[config.mk]
export PLATFORM = sky130hd
export DESIGN_NAME = modsq_sequencer
export DESIGN_NICKNAME = d
export VERILOG_FILES = /design/src/source/modsq_sequencer.sv
export SDC_FILE = /design/constraint.sdc
export NUM_CORES = 1
export LEC_CHECK = 0
export ABC_CLOCK_PERIOD_IN_PS = 1690
export BUFFER_PORTS_ARGS = -buffer_cell sky130_fd_sc_hd__buf_2
export CORE_AREA = 2 2 39 41
export DETAILED_ROUTE_END_ITERATION = 8
export DIE_AREA = 0 0 41 43
export PLACE_DENSITY = 0.31
export SYNTH_ARGS = -nofsm -noshare
export SYNTH_HDL_FRONTEND = slang
export SYNTH_SLANG_ARGS = --single-unit
[constraint.sdc]
create_clock -name clk -period 1.69 [get_ports clk]
set_clock_uncertainty 0.15 [all_clocks]
set_input_delay 0.338 -clock clk [delete_from_list [all_inputs] [get_ports clk]]
set_output_delay 0.338 -clock clk [all_outputs]
set_load 0.01 [all_outputs]
[src/source/modsq_sequencer.sv]
`timescale 1ns/10ps

module modsq_sequencer (
   input  logic clk,
   input  logic reset,
   input  logic start,
   output logic msb_sel,
   output logic hold_lsb,
   output logic load_out,
   output logic use_input,
   output logic valid
);

   localparam int IDLE       = 0;
   localparam int C0         = 1;
   localparam int C1         = 2;
   localparam int C2         = 3;
   localparam int NUM_STATES = 4;

   logic [NUM_STATES-1:0] state;
   logic [NUM_STATES-1:0] next_state;

   // runs forever once started, only reset brings it back to idle
   always_comb begin
      next_state = '0;
      case (1'b1)
         state[IDLE]: begin
            if (start) begin
               next_state[C0] = 1'b1;
            end else begin
               next_state[IDLE] = 1'b1;
            end
         end
         state[C0]: next_state[C1] = 1'b1;   // lsb lookups issued
         state[C1]: next_state[C2] = 1'b1;   // msb lookups issued
         state[C2]: next_state[C0] = 1'b1;   // result loads, loop back
         default:   next_state[IDLE] = 1'b1;
      endcase
   end

   always_ff @(posedge clk) begin
      if (reset) begin
         state     <= NUM_STATES'(1 << IDLE);
         use_input <= 1'b0;
         valid     <= 1'b0;
      end else begin
         state <= next_state;
         if (state[IDLE] && start) begin
            use_input <= 1'b1;   // first pass squares the captured operand
         end else if (state[C2]) begin
            use_input <= 1'b0;
         end
         valid <= load_out;
      end
   end

   assign msb_sel  = state[C1];
   assign hold_lsb = state[C1];   // lsb data is on the rom output during C1
   assign load_out = state[C2];

endmodule

==> summary.md <==
| Metric | Value |
|---|---|
| Area Growth Syn to Fin | `35.00%` |
| Final setup violating endpoints | `0` |
| Peak supply drop | `0.3097 mV` |
| Met1 GRT Util | `6.472%` |
| M3 GR Usage | `9.424%` |
| Mapped Avg Cell Area | `11.12 sq um` |
| Largest net degree at the start of global routing | `7` |
| Switching share of power | `20.40%` |
| Status | `complete, no violations` |
| CTS tree | `yes` |
| Slew Viols, Final | `0` |
| Post-synth EDFFs | `0` |
| Comb pwr share | `5.9%` |
| Root Driver | `clkbuf_4` |
| Int Pwr | `roughly 0.24 mW` |
| Worst path depth | `1` |
| Hpwl dp | `311 um` |
| Clock share of power | `42.5%` |
| Post-synth cell types | `12` |
| Yosys top cell area share | `approximately three fifths` |
| Met2 Use GR | `approximately 8.1%` |
| Cell family with most CP delay | `flip-flops` |
| R2R cell count | `2` |
| Antenna violations before repair | `0` |
| Post-Route Setup TNS | `0 ns` |
| Endpoint class of the critical path | `primary output` |
| Starting DRT DRC Count | `0` |
| Filler Cell Count | `159` |
| Max-cap check violation count | `0` |
| Grt peak-use layer | `met3` |
| Post-synthesis sequential area ratio | `60.00%` |
| Post-synth top cells | `dfxtp_1, a21oi_1` |
| WS Path Type | `reg -> out` |
| Leakage | `between 0.1 and 0.15 nW` |
| First-pass GRT wire length | `669 um` |
| Share of layout cells above drive strength 1 | `40.74%` |
| Vias in the first global route | `172` |
| Storage element area | `120.1 sq um` |
| Async set-reset flop share out of synthesis | `0%` |
| WL per Instance | `9.605 um` |
| Final non-filler cell total | `43` |
| Num CTS Buffers | `3` |
| Crit-path max FO | `5` |
| Synth Flop Type | `dfxtp_1` |
| Pwr per Cell Area | `1104 nW/um^2` |
| Worst setup SP type | `register` |
| Switching pwr | `0.06087 mW` |
| CP cell instances | `buf_2` |
| Die W | `41 um` |
| Hold Path Class | `in -> reg` |
| Cells after synthesis | `18` |
| Diode count | `0` |
| Post-Synthesis Cell Area | `approximately 200 sq um` |
| IO Port Bufs | `7` |
| Via count | `163` |
| Worst-Margin Slew | `0.2584 ns` |
| Largest cells by area after synthesis | `dfxtp_1, a211o_2, a21oi_1` |
| FMAX | `0.7834 GHz` |
| FP Rows | `14` |
| Min Tclk post-route | `1.276 ns` |
| Final nets | `32` |
| Reg power frac | `51.6%` |
| I/O pin cnt | `8` |
| Multi-input logic area | `between 60 and 70 sq um` |
| Global route overflow | `0` |
| Placed cells | `40` |
| Routed wire length | `413 um` |
| Worst path max stage delay | `0.39 ns` |
| # DRC | `0` |
| Flops & latches, synth | `6` |
| Final ANT Viol Nets | `0` |
| Clock latency on the worst-skew pair | `between 0.2 and 0.25 ns` |
| Clk sink count | `6` |
| Routability Congestion | `roughly 0.74` |
| Worst-path clk slew | `about 0.040 ns` |
| Post-CTS Setup Bufs | `0` |
| Hold Crit Depth | `2` |
| Final Hold Fails | `0` |
| Die H | `43 um` |
| Synth Warn # | `0` |
| PostCTS Resize Cnt | `0` |
| Total iterations of the first detailed-routing run | `1` |
| Worst rel slew slack | `82.53%` |
| Syn_nets | `21` |
| Clock Path Buffers | `2` |
| H-tree depth | `1` |
| Core Footprint | `1384 sq um` |
| CP required | `1.20 ns` |
| Initial Util | `14.47%` |
| Critical path buffers and inverters | `1` |
| Count leader, synth | `dfxtp_1` |
| CP arrival | `0.79 ns` |
| CP max stage cell | `dfxtp_1` |
| Area leader, netlist | `dfxtp_1` |
| Die area | `between 1500 and 2000 sq um` |
| Fin crit share | `75.53%` |
| Unrepaired setup endpoints after global routing | `no` |
| GRT Total Usage | `6.439%` |
| CTS Hold Bufs | `0` |
| Vias per inst | `between 3 and 4` |
==> routing by layer <==
| metal | up-vias | share of wire, % |
|---|---|---|
| met5 | - | 0 |
| met4 | 0 | 0 |
| met3 | 0 | 13 |
| met2 | 8 | 42 |
| met1 | 73 | 45 |
| li1 | 82 | - |
==> sequential cells by signal (all words and copies together) (netlist names) <==
name and cells:
state 4, use_input 1, valid 1
==> final cells by class <==
cell class                      instances  area share [%]
Sequential cell                         6           44.44
Inverter                                1           1.389
Clock buffer                            3           8.333
Timing Repair Buffer                    7           12.96
Tap cell                               16           7.407
Multi-Input combinational cell         10           25.46
==> metrics by stage <==
step / utilization [%] / setup WS, ns / area, sq um / power (mW) / hold WS (ns)
detailed placement: 17.90 / 0.4480 / 247.7 / 0.1742 / 0.3169
global route: 19.53 / 0.3675 / 270.3 / 0.3196 / 0.1948
finish: 19.53 / 0.4135 / 270.3 / 0.2983 / 0.1912
CTS: 19.53 / 0.3896 / 270.3 / 0.3055 / 0.1848
global placement: 17.90 / 0.4726 / 247.7 / 0.1735 / 0.3112
floorplan: - / 0.5151 / 200.2 / 0.1656 / 0.2571
==> cell usage in the layout (no fill, tap or decap) <==
| cell | netlist | routed |
|---|---|---|
| buf_2 | 0 | 7 |
| dfxtp_1 | 6 | 6 |
| clkbuf_4 | 0 | 3 |
| a21oi_1 | 2 | 2 |
| nand2_1 | 1 | 1 |
| nand2b_1 | 1 | 1 |
| inv_1 | 1 | 1 |
| nor4_1 | 1 | 1 |
| a211o_2 | 1 | 1 |
| or4b_1 | 1 | 1 |
| nor3b_1 | 1 | 1 |
| nor4b_1 | 1 | 1 |
| nor2b_1 | 1 | 1 |
==> logic make-up after synthesis <==
group	share of synthesized area, %
buffers and inverters	5.625
flip-flops	60.00
AND/OR/NAND/NOR	24.38
AO/OA/AOI/OAI	10.00
==> power groups by stage <==
stage                     Clock, mW  Sequential [mW]  Combinational, mW
after floorplan                   0            0.157            0.00888
after detailed placement          0            0.156             0.0179
final                         0.127            0.154             0.0175
after CTS                     0.134            0.154             0.0180
after global placement            0            0.156             0.0178
after global routing          0.145            0.155             0.0196
==> path summary, 6_finish.rpt <==
path	slack (ns)	to	start
setup / recovery	0.41	load_out	state[3]
setup reg to reg	0.44	state[1]	state[0]
hold / removal	0.19	valid	reset
hold reg to reg	0.32	use_input	use_input
No activity file was read; power rests on OpenSTA's default activity.
