[src/source/modsq_settings.svh]
`ifndef MODSQ_SETTINGS_SVH
`define MODSQ_SETTINGS_SVH

// limb geometry
`define MODSQ_BIT_LEN       17   // stored limb, one redundant bit over the radix
`define MODSQ_WORD_LEN      16   // radix width

// operand shape
`define MODSQ_NONRED_ELEMS  4    // 64 bits of modulus
`define MODSQ_NUM_ELEMS     6    // plus two redundant limbs
`define MODSQ_GRID_SIZE     12   // square spans twice the limbs

// reduction lookups
`define MODSQ_LUT_WIDTH     8    // lsb address, msb takes the remaining 9 bits
`define MODSQ_NUM_LUTS      8    // upper grid words folded back

// column sums carry headroom for the compressor chains
`define MODSQ_COL_BIT_LEN   29

// fixed odd modulus, the largest 64-bit prime
`define MODSQ_MODULUS       64'hFFFF_FFFF_FFFF_FFC5

`endif

[src/source/modsq_pkg.sv]
package modsq_pkg;
`include "modsq_settings.svh"

   // one redundant limb of an operand or result
   typedef logic [`MODSQ_BIT_LEN-1:0] limb_t;

   // carry or sum word of a grid or accumulator column
   typedef logic [`MODSQ_COL_BIT_LEN-1:0] col_t;

   // two table addresses carved out of one limb
   typedef struct packed {
      logic [`MODSQ_BIT_LEN-`MODSQ_LUT_WIDTH-1:0] msb;   // bits 16:8
      logic [`MODSQ_LUT_WIDTH-1:0]                lsb;   // bits 7:0
   } lut_index_t;

   // an upper grid word, read as a limb or as lookup addresses
   typedef union packed {
      limb_t      limb;
      lut_index_t idx;
   } limb_view_u;

endpackage

[src/source/carry_normalizer.sv]
`timescale 1ns/10ps
`include "modsq_settings.svh"

module carry_normalizer import modsq_pkg::*; #(
   parameter int NUM_COLS = 12
) (
   input  col_t  col_c[NUM_COLS],
   input  col_t  col_s[NUM_COLS],
   output limb_t limbs[NUM_COLS]
);

   localparam int WORD_LEN = `MODSQ_WORD_LEN;
   localparam int SUM_W    = `MODSQ_COL_BIT_LEN + 1;               // 30b column total
   localparam int PAD_W    = `MODSQ_BIT_LEN - `MODSQ_WORD_LEN;     // limb headroom

   logic [SUM_W-1:0] col_sum[NUM_COLS];

   always_comb begin
      for (int k = 0; k < NUM_COLS; k++) begin
         col_sum[k] = {1'b0, col_c[k]} + {1'b0, col_s[k]};
      end

      // only one hop of carry, the rest stays redundant in bit 16
      limbs[0] = {{PAD_W{1'b0}}, col_sum[0][WORD_LEN-1:0]};
      for (int k = 1; k < NUM_COLS - 1; k++) begin
         limbs[k] = {{PAD_W{1'b0}}, col_sum[k][WORD_LEN-1:0]} +
                    limb_t'(col_sum[k-1][SUM_W-1:WORD_LEN]);
      end

      // top limb keeps its own upper bit
      limbs[NUM_COLS-1] = col_sum[NUM_COLS-1][`MODSQ_BIT_LEN-1:0] +
                          limb_t'(col_sum[NUM_COLS-2][SUM_W-1:WORD_LEN]);
   end

endmodule

[config.mk]
export PLATFORM = sky130hd
export DESIGN_NAME = carry_normalizer
export DESIGN_NICKNAME = d
export VERILOG_FILES = /design/src/source/modsq_pkg.sv /design/src/source/carry_normalizer.sv
export VERILOG_INCLUDE_DIRS = /design/src /design/src/source
export SDC_FILE = /design/constraint.sdc
export NUM_CORES = 1
export LEC_CHECK = 0
export ABC_CLOCK_PERIOD_IN_PS = 15420
export BUFFER_PORTS_ARGS = -buffer_cell sky130_fd_sc_hd__buf_4
export CAP_MARGIN = 20
export CORE_AREA = 4 4 349 351
export DETAILED_ROUTE_END_ITERATION = 6
export DIE_AREA = 0 0 353 355
export GPL_ROUTABILITY_DRIVEN = 0
export PLACE_DENSITY = 0.37
export SYNTH_ARGS = -nofsm -noshare
export SYNTH_HDL_FRONTEND = slang
export SYNTH_SLANG_ARGS = --single-unit
[constraint.sdc]
create_clock -name vclk -period 15.42
set_input_delay 2.313 -clock vclk [all_inputs]
set_output_delay 2.313 -clock vclk [all_outputs]
set_load 0.1 [all_outputs]
==> flow_metrics.env <==
export IMPL_status="complete, no violations"
export IMPL_path_buf_inv=4
export IMPL_ir_drop_mv=0.138
export IMPL_ios=900
export IMPL_p_leak_nw=14.8
export IMPL_register_area_um2=0
export IMPL_dp_slack_ns=4.80
export IMPL_synth_fp_nets=4203
export IMPL_postSynthCellCount=2995
export IMPL_max_slew_margin=0.354
export IMPL_die_area_um2=125000
export IMPL_timing_final_crit_share=0.685
export IMPL_finalHoldViolations=0
export IMPL_coreArea_um2=119000
export IMPL_areaGrowthSynthToFinish_pct=38.3
export IMPL_grtUsageMet2=0.303
export IMPL_dieHeight_um=355
export IMPL_grt_pass1_vias=25100
export IMPL_vias=25300
export IMPL_finalNetCount=5061
export IMPL_pwr_share_seq=0
export IMPL_avgSynthCellArea_um2=7.36
export IMPL_cts_resized_gates=0
export IMPL_required_ns=13.11
export IMPL_ys_warn_count=0
export IMPL_place_inst=5398
export IMPL_maxSlewViolCount=0
export IMPL_hold_path_class="in -> out"
export IMPL_max_stage_delay_ns=0.83
export IMPL_multi_input_area_um2=21400
export IMPL_switching_share=0.757
export IMPL_io_buffers=875
export IMPL_end_kind="output pin"
export IMPL_drive_above_1_share=0.239
export IMPL_grt_start_max_net_pins=11
export IMPL_yosysSeqAreaShare=0
export IMPL_critPathLaunchType="primary input"
export IMPL_cts_hold_buffers_added=0
export IMPL_clkbuf_count=0
export IMPL_post_cts_buffers=0
export IMPL_internal_power_mw=1.42
export IMPL_drc=0
export IMPL_track_usage=0.171
export IMPL_viasPerCell=4.68
export IMPL_fin_setup_tns_ns=0
export IMPL_path_delay_family="compound AO/OA/AOI/OAI gates"
export IMPL_firstDrtPassIters=5
export IMPL_crit_type="in -> out"
export IMPL_antenna_found_initial=26
export IMPL_ys_types=82
export IMPL_worstPathArrival_ns=8.25
export IMPL_path_common_cell="o21ai_0"
export IMPL_cp_max_fo=3
export IMPL_postLayoutCoreUtil=0.256
export IMPL_power_switching_mw=4.41
export IMPL_rsz0062_at_grt="false"
export IMPL_grt_pass1_wl_um=165000
export IMPL_drv_cap=0
export IMPL_wirelength_um=115000
export IMPL_fp_dieW_um=353
export IMPL_num_rows=127
export IMPL_worst_slew_pin_slew_ns=0.966
export IMPL_top_usage_layer="met2"
export IMPL_drt_iter0_drc=1416
export IMPL_cellPowerDensity_nw_per_um2=191
export IMPL_netlist_area_um2=22000
export IMPL_finalWorstSetupSlack_ns=4.86
export IMPL_start_util=0.185
export IMPL_grt_overflow_total=0
export IMPL_period_needed_ns=10.56
export IMPL_hold_slack_ns=5.10
export IMPL_routedWlPerCell_um=21.3
export IMPL_comb_power_share=1.000
export IMPL_grt_util_met1=0.222
export IMPL_fin_cells=5406
export IMPL_slowest_stage="a2111oi_1"
export IMPL_pwr_share_clk=0
export IMPL_seq_cells=0
export IMPL_dp_final_hpwl_um=107000
export IMPL_ant_nets=0
export IMPL_use_met3=0.0362
export IMPL_setup_viol=0
export IMPL_fillers=13400
export IMPL_fmax_mhz=94.7
## power groups by stage
| stage | Combinational (mW) | Sequential [mW] | Clock, mW |
|---|---|---|---|
| 5_1_grt | 6.12 | 0 | 0.0000000348 |
| 3_5_place_dp | 5.86 | 0 | 0 |
| 4_1_cts | 5.88 | 0 | 0 |
| 6_report | 5.83 | 0 | 0.0000000615 |
| 2_1_floorplan | 4.44 | 0 | 0 |
| 3_3_place_gp | 5.88 | 0 | 0 |
## layout by cell type, fill, tap and decap left out, types with 8 or more instances in the layout
cell       synthesis  layout
a2111oi_0          8       8
a211o_1           14      14
a211oi_1          43      43
a21boi_0          12      12
a21o_1           164     164
a21oi_1          300     300
a221oi_1          11      11
a311oi_1           8       8
a31oi_1           37      37
and2_1            18      18
and3_1            48      48
buf_4              1     876
fa_1              36      36
ha_1             476     476
inv_1            162     162
nand2_1          150     150
nand2b_1          49      49
nand3_1           82      82
nand4_1           28      28
nor2_1           247     247
nor2b_1           46      46
nor3_1            89      89
nor4_1            10      10
o2111ai_1          9       9
o211a_1            8       8
o211ai_1          22      22
o21a_1            65      65
o21ai_0          143     143
o21ai_1           26      26
o21bai_1          73      73
o31ai_1           18      18
or2_2             17      17
or3_1             26      26
xnor2_1          290     290
xor2_1            98      98
## area by class of cell
type / instances / area share
tap: 1548 / 0.0635
multi-input combinational: 2811 / 0.700
antenna: 7 / 0.000574
timing repair buffer: 877 / 0.216
inverter: 163 / 0.0201
## Yosys cell counts (all sizes together) (14+ instances only)
| cell type | count | share of area |
|---|---|---|
| a211o | 14 | 0.0056 |
| a211oi | 45 | 0.016 |
| a21boi | 19 | 0.0065 |
| a21o | 164 | 0.056 |
| a21oi | 300 | 0.068 |
| a31oi | 39 | 0.012 |
| and2 | 18 | 0.0051 |
| and3 | 48 | 0.014 |
| clkbuf | 20 | 0.0034 |
| fa | 36 | 0.033 |
| ha | 476 | 0.27 |
| inv | 162 | 0.028 |
| nand2 | 150 | 0.026 |
| nand2b | 49 | 0.014 |
| nand3 | 82 | 0.019 |
| nand4 | 28 | 0.0079 |
| nor2 | 247 | 0.042 |
| nor2b | 46 | 0.013 |
| nor3 | 89 | 0.020 |
| o211ai | 22 | 0.0075 |
| o21a | 65 | 0.022 |
| o21ai | 170 | 0.039 |
| o21bai | 73 | 0.025 |
| o31ai | 19 | 0.0067 |
| or2 | 19 | 0.0054 |
| or3 | 26 | 0.0074 |
| xnor2 | 290 | 0.12 |
| xor2 | 98 | 0.039 |
## cell families (layout without fill, tap and decap cells)
| group | count (synthesis) | count (layout) | synth area share |
|---|---|---|---|
| compound gates | 1061 | 1061 | 0.321 |
| xor+xnor | 388 | 388 | 0.154 |
| fa+ha+maj | 512 | 512 | 0.303 |
| buf+inv | 184 | 1040 | 0.0315 |
| mux | 5 | 5 | 0.00227 |
| other cells | 1 | 8 | 0.000170 |
| simple gates | 844 | 844 | 0.188 |
## through the flow
| step | power, mW | instance area [um2] |
|---|---|---|
| floorplan | 4.44 | 22000 |
| CTS | 5.88 | 30500 |
| finish | 5.83 | 30500 |
| global placement | 5.88 | 30500 |
| global route | 6.12 | 30500 |
| detailed placement | 5.86 | 30500 |
## final timing paths
check          to  cells after the start        from  slack, ns
min    limbs[187]                      3  col_s[319]       5.10
max     limbs[15]                     25   col_c[29]       4.86
## layer usage
metal  routed length (um)  vias to the layer above
met5                  145                        -
met2                55400                      652
met4                 1080                       22
li1                     -                    12900
met3                 7020                       50
met1                51600                    11600
No activity file was read; power rests on OpenSTA's default activity.
