===== src/source/modsq_settings.svh =====
`ifndef MODSQ_SETTINGS_SVH
`define MODSQ_SETTINGS_SVH

// limb geometry
`define MODSQ_BIT_LEN       17   // stored limb, one redundant bit over the radix
`define MODSQ_WORD_LEN      16   // radix width

// operand shape
`define MODSQ_NONRED_ELEMS  4    // 64 bits of modulus
`define MODSQ_NUM_ELEMS     6    // plus two redundant limbs
`define MODSQ_GRID_SIZE     12   // square spans twice the limbs

// reduction lookups
`define MODSQ_LUT_WIDTH     8    // lsb address, msb takes the remaining 9 bits
`define MODSQ_NUM_LUTS      8    // upper grid words folded back

// column sums carry headroom for the compressor chains
`define MODSQ_COL_BIT_LEN   29

// fixed odd modulus, the largest 64-bit prime
`define MODSQ_MODULUS       64'hFFFF_FFFF_FFFF_FFC5

`endif


===== src/source/modsq_pkg.sv =====
package modsq_pkg;
`include "modsq_settings.svh"

   // one redundant limb of an operand or result
   typedef logic [`MODSQ_BIT_LEN-1:0] limb_t;

   // carry or sum word of a grid or accumulator column
   typedef logic [`MODSQ_COL_BIT_LEN-1:0] col_t;

   // two table addresses carved out of one limb
   typedef struct packed {
      logic [`MODSQ_BIT_LEN-`MODSQ_LUT_WIDTH-1:0] msb;   // bits 16:8
      logic [`MODSQ_LUT_WIDTH-1:0]                lsb;   // bits 7:0
   } lut_index_t;

   // an upper grid word, read as a limb or as lookup addresses
   typedef union packed {
      limb_t      limb;
      lut_index_t idx;
   } limb_view_u;

endpackage


===== src/source/carry_normalizer.sv =====
`timescale 1ns/10ps
`include "modsq_settings.svh"

module carry_normalizer import modsq_pkg::*; #(
   parameter int NUM_COLS = 12
) (
   input  col_t  col_c[NUM_COLS],
   input  col_t  col_s[NUM_COLS],
   output limb_t limbs[NUM_COLS]
);

   localparam int WORD_LEN = `MODSQ_WORD_LEN;
   localparam int SUM_W    = `MODSQ_COL_BIT_LEN + 1;               // 30b column total
   localparam int PAD_W    = `MODSQ_BIT_LEN - `MODSQ_WORD_LEN;     // limb headroom

   logic [SUM_W-1:0] col_sum[NUM_COLS];

   always_comb begin
      for (int k = 0; k < NUM_COLS; k++) begin
         col_sum[k] = {1'b0, col_c[k]} + {1'b0, col_s[k]};
      end

      // only one hop of carry, the rest stays redundant in bit 16
      limbs[0] = {{PAD_W{1'b0}}, col_sum[0][WORD_LEN-1:0]};
      for (int k = 1; k < NUM_COLS - 1; k++) begin
         limbs[k] = {{PAD_W{1'b0}}, col_sum[k][WORD_LEN-1:0]} +
                    limb_t'(col_sum[k-1][SUM_W-1:WORD_LEN]);
      end

      // top limb keeps its own upper bit
      limbs[NUM_COLS-1] = col_sum[NUM_COLS-1][`MODSQ_BIT_LEN-1:0] +
                          limb_t'(col_sum[NUM_COLS-2][SUM_W-1:WORD_LEN]);
   end

endmodule


===== src/source/residue_accumulator.sv =====
`timescale 1ns/10ps
`include "modsq_settings.svh"

module residue_accumulator import modsq_pkg::*; (
   input  logic  clk,
   input  logic  load_out,
   input  limb_t low_limbs[`MODSQ_NONRED_ELEMS],
   input  limb_t lsb_res[`MODSQ_NUM_LUTS][`MODSQ_NONRED_ELEMS],
   input  limb_t msb_res[`MODSQ_NUM_LUTS][`MODSQ_NONRED_ELEMS],
   output limb_t sq_out[`MODSQ_NUM_ELEMS]
);

   localparam int NUM_ELEMS  = `MODSQ_NUM_ELEMS;
   localparam int NONRED     = `MODSQ_NONRED_ELEMS;
   localparam int NUM_LUTS   = `MODSQ_NUM_LUTS;
   localparam int STACK_SIZE = 2 * NUM_LUTS + 1;   // lsb, msb residues and the low limb

   col_t  stack[NONRED][STACK_SIZE];
   col_t  acc_c[NUM_ELEMS];
   col_t  acc_s[NUM_ELEMS];
   limb_t acc_limbs[NUM_ELEMS];

   always_comb begin
      for (int j = 0; j < NONRED; j++) begin
         stack[j][0] = col_t'(low_limbs[j]);
         for (int k = 0; k < NUM_LUTS; k++) begin
            stack[j][1+k]          = col_t'(lsb_res[k][j]);
            stack[j][1+NUM_LUTS+k] = col_t'(msb_res[k][j]);
         end
      end
   end

   // two top columns stay empty and only catch carries
   always_comb begin
      col_t c;
      col_t s;
      col_t cy;
      for (int j = 0; j < NUM_ELEMS; j++) begin
         acc_c[j] = '0;
         acc_s[j] = '0;
      end
      for (int j = 0; j < NONRED; j++) begin
         c = '0;
         s = '0;
         for (int r = 0; r < STACK_SIZE; r++) begin
            cy = (s & c) | (s & stack[j][r]) | (c & stack[j][r]);
            s  = s ^ c ^ stack[j][r];
            c  = cy << 1;
         end
         acc_c[j] = c;
         acc_s[j] = s;
      end
   end

   carry_normalizer #(.NUM_COLS(NUM_ELEMS)) u_acc_norm (
      .col_c (acc_c),
      .col_s (acc_s),
      .limbs (acc_limbs)
   );

   always_ff @(posedge clk) begin
      if (load_out) sq_out <= acc_limbs;   // held until the next C2
   end

endmodule


===== config.mk =====
export PLATFORM = sky130hd
export DESIGN_NAME = residue_accumulator
export DESIGN_NICKNAME = d
export VERILOG_FILES = /design/src/source/modsq_pkg.sv /design/src/source/carry_normalizer.sv /design/src/source/residue_accumulator.sv
export VERILOG_INCLUDE_DIRS = /design/src /design/src/source
export SDC_FILE = /design/constraint.sdc
export NUM_CORES = 2
export LEC_CHECK = 0
export BUFFER_PORTS_ARGS = -buffer_cell sky130_fd_sc_hd__buf_2
export CAP_MARGIN = 10
export CORE_AREA = 10 10 481 483
export CTS_CLUSTER_DIAMETER = 30
export CTS_CLUSTER_SIZE = 28
export DETAILED_ROUTE_END_ITERATION = 8
export DIE_AREA = 0 0 491 493
export PLACE_DENSITY = 0.39
export RECOVER_POWER = 25
export REMOVE_ABC_BUFFERS = 1
export SYNTH_ARGS = -nofsm -noshare
export SYNTH_HDL_FRONTEND = slang
export SYNTH_SLANG_ARGS = --single-unit
export TNS_END_PERCENT = 30

===== constraint.sdc =====
create_clock -name clk -period 12.4 [get_ports clk]
set_input_delay 0.62 -clock clk [delete_from_list [all_inputs] [get_ports clk]]
set_output_delay 0.62 -clock clk [all_outputs]
set_load 0.02 [all_outputs]

==> results by group <==
Synth
  • Yosys cell types: 59
  • Leading area contributor after synthesis: fa_1
  • Synth Area in XOR/XNOR: 0.0282
  • Yosys synthesis warning count: 0
  • Post-synth EDFFs: 77
  • Main combinational cell family by area after synthesis: adder cells
  • Mapped Area: 34400 µm²
  • Syn Inst Count: 2736
  • Top post-synthesis cells by area: fa_1, ha_1, edfxtp_1, inv_1, xnor2_1
  • Synthesis-stage register bit count: 77
  • Post-synth ARST share: 0
  • Seq/Total Area, Yosys: 0.0671
  • Dominant synthesized flop cell: edfxtp_1
  • Cell with the most instances after synthesis: fa_1
  • Multiplexer share of the synthesized area: 0.000872
  • Synth Area in Adders: 0.752
  • Syn_area_per_cell: 12.6 µm²
  • Area share of and/or/nand/nor cells after synthesis: 0.0323
  • Post-synth top cells: fa_1, inv_1, ha_1
  • Yosys top cell area share: 0.578
  • Compound-Gate Fraction of Synth Area: 0.0552

STA
  • Final Slew Violations: 35
  • Min Clock Period, post-route: 12.24 ns
  • Max frequency: 0.0817 GHz
  • Hold Vio Cnt, Final: 0
  • RSZ-0062 raised after global routing: true
  • Count of final setup violators: 0
  • Hold slack: 0.538 ns
  • Worst-margin pin slew: 2.70 ns
  • Fin crit share: 0.987
  • Max-slew headroom: -0.802
  • Slack of the critical path: 0.158 ns

Setup path
  • CP Data Required Time: 12.55 ns
  • Crit path arrival time: 12.40 ns
  • Worst setup SP type: input pin
  • Crit path to: sq_out[62]
  • Critical path's slowest cell: fa_1
  • Worst setup EP type: flip-flop
  • Top delay family on crit path: adder cells
  • CP max stage delay: 0.52 ns
  • Crit Path Class: in2reg
  • Worst setup startpoint: low_limbs[35]
  • Crit path depth: 36
  • Worst path bufs/invs: 6
  • Crit-path max FO: 3
  • Most frequent CP cell: fa_1

Floorplan
  • Core Rows: 173
  • Die ar.: 242000 µm²
  • Core ar.: 221000 µm²
  • Io pins: 1260
  • Initial core utilization: 0.156
  • Chip Width: 491 µm
  • Die extent in y: 493 µm

Layout
  • Final non-filler cell total: 7149
  • Layout cells sized above 1: 0.343
  • Top reg by flops: sq_out
  • Max reg flops: 77
  • NumNets Final: 6763
  • Fill cells: 24454
  • Largest regs: sq_out x77
  • Area delta synth->final: 33.8%

CTS
  • CTS Sinks: 77
  • Clock transition at path regs: 0.07 ns
  • Clock buffer count from CTS: 9
  • CTS root buf: clkbuf_16
  • CTS H-tree lvls: 3
  • CTS tree: built
  • CTS Buffer Depth: 2
  • Hold buffer count at CTS: 0

Drt
  • Routed WL: 176000 µm
  • Antenna-violating nets left: 0
  • Drt wl/cell: 24.6 µm
  • DRC: 0
  • Detailed Routing Iterations Pass 1: 5
  • Vias/cell: 3.62
  • Initial DRC Count: 743
  • Routed vias: 25880

Min path
  • Tightest Hold Check Type: in2reg

Place
  • Placed cells: 7094
  • Hpwl dp: 172000 µm
  • Routability congestion estimate: 0.958
  • Dpl ws: -0.497 ns
  • I/O Buffers: 1234

Global routing
  • Total Routing Usage GR: 0.143
  • Initial antenna violation count: 202
  • First-pass GRT wire length: 242000 µm
  • Gr ovfl total: 0
  • Pin count of the biggest net entering global routing: 45
  • Vias in the first global route: 30378

Outcome
  • Run status: complete, but fails checks
  • Failing checks: capacitance limit, slew limit

Job
  • Max cap viols: 1
cells in the final DEF, fill, tap and decap left out, types with 6 or more instances in the layout:
cell type and instances:
a211o_1 7, a211oi_1 10, a21o_1 32, a21oi_1 73, a31oi_1 9, and2_1 7
and3_1 12, buf_12 10, buf_2 1210, buf_4 146, clkbuf_1 24, clkbuf_16 9
conb_1 25, diode_2 37, edfxtp_1 77, fa_1 993, ha_1 478, inv_1 533
nand2_1 41, nand2b_1 8, nand3_1 23, nor2_1 63, nor3_1 20, nor4_1 8
o21a_1 25, o21ai_0 45, o21ai_1 6, o21bai_1 12, o31a_1 7, or3_1 6
xnor2_1 72, xor2_1 35
worst min path at each step:
stage	from	to	slack [ns]	cells after the start
2_1_floorplan	load_out	sq_out[100]	0.73	0
3_3_place_gp	msb_res[51]	sq_out[85]	0.96	2
3_5_place_dp	msb_res[51]	sq_out[85]	0.97	2
4_1_cts	msb_res[51]	sq_out[85]	0.49	2
5_1_grt	msb_res[51]	sq_out[85]	0.52	2
6_report	msb_res[51]	sq_out[85]	0.54	2
per-stage QoR:
step	util	setup TNS, ns	area [µm²]
after floorplan	-	0	34300
after global placement	0.205	-8.03	45500
after detailed placement	0.205	-8.11	45500
after CTS	0.207	0	45800
after global routing	0.208	-1.02	46000
final	0.208	0	46100
cells by family (layout without fill, tap and decap cells):
logic type | Yosys count | count (layout)
fa+ha+maj | 1473 | 1473
buf+inv | 562 | 1939
compound gates | 287 | 287
simple gates | 222 | 222
xor+xnor | 111 | 111
flops | 77 | 77
mux | 3 | 3
other cells | 1 | 62
what timing repair did:
item / in CTS / in global routing
pin swaps: 1 / 7
setup endpoints to repair: 6 / 27
gates resized for setup: 3 / 38
setup buffers: 1 / 1
routing by layer:
| layer | global-route usage | up-vias | routed length [µm] |
|---|---|---|---|
| li1 | - | 11528 | - |
| met1 | 0.141 | 12863 | 57500 |
| met2 | 0.291 | 956 | 101000 |
| met3 | 0.0524 | 363 | 14200 |
| met4 | 0.0140 | 170 | 2530 |
| met5 | 0 | - | 1080 |
layout make-up:
cell class / count / area (µm²) / share of cell area
inverter: 533 / 2000 / 0.0434
tap: 2975 / 3720 / 0.0808
clock inverter: 7 / 91.3 / 0.00198
antenna: 37 / 92.6 / 0.00201
multi-input combinational: 2121 / 30200 / 0.655
timing repair buffer: 1390 / 7440 / 0.162
sequential: 77 / 2310 / 0.0502
clock buffer: 9 / 225 / 0.00489
Power is not shown: default switching activity piles up to over one toggle a cycle in this logic, so the estimate is an artifact.
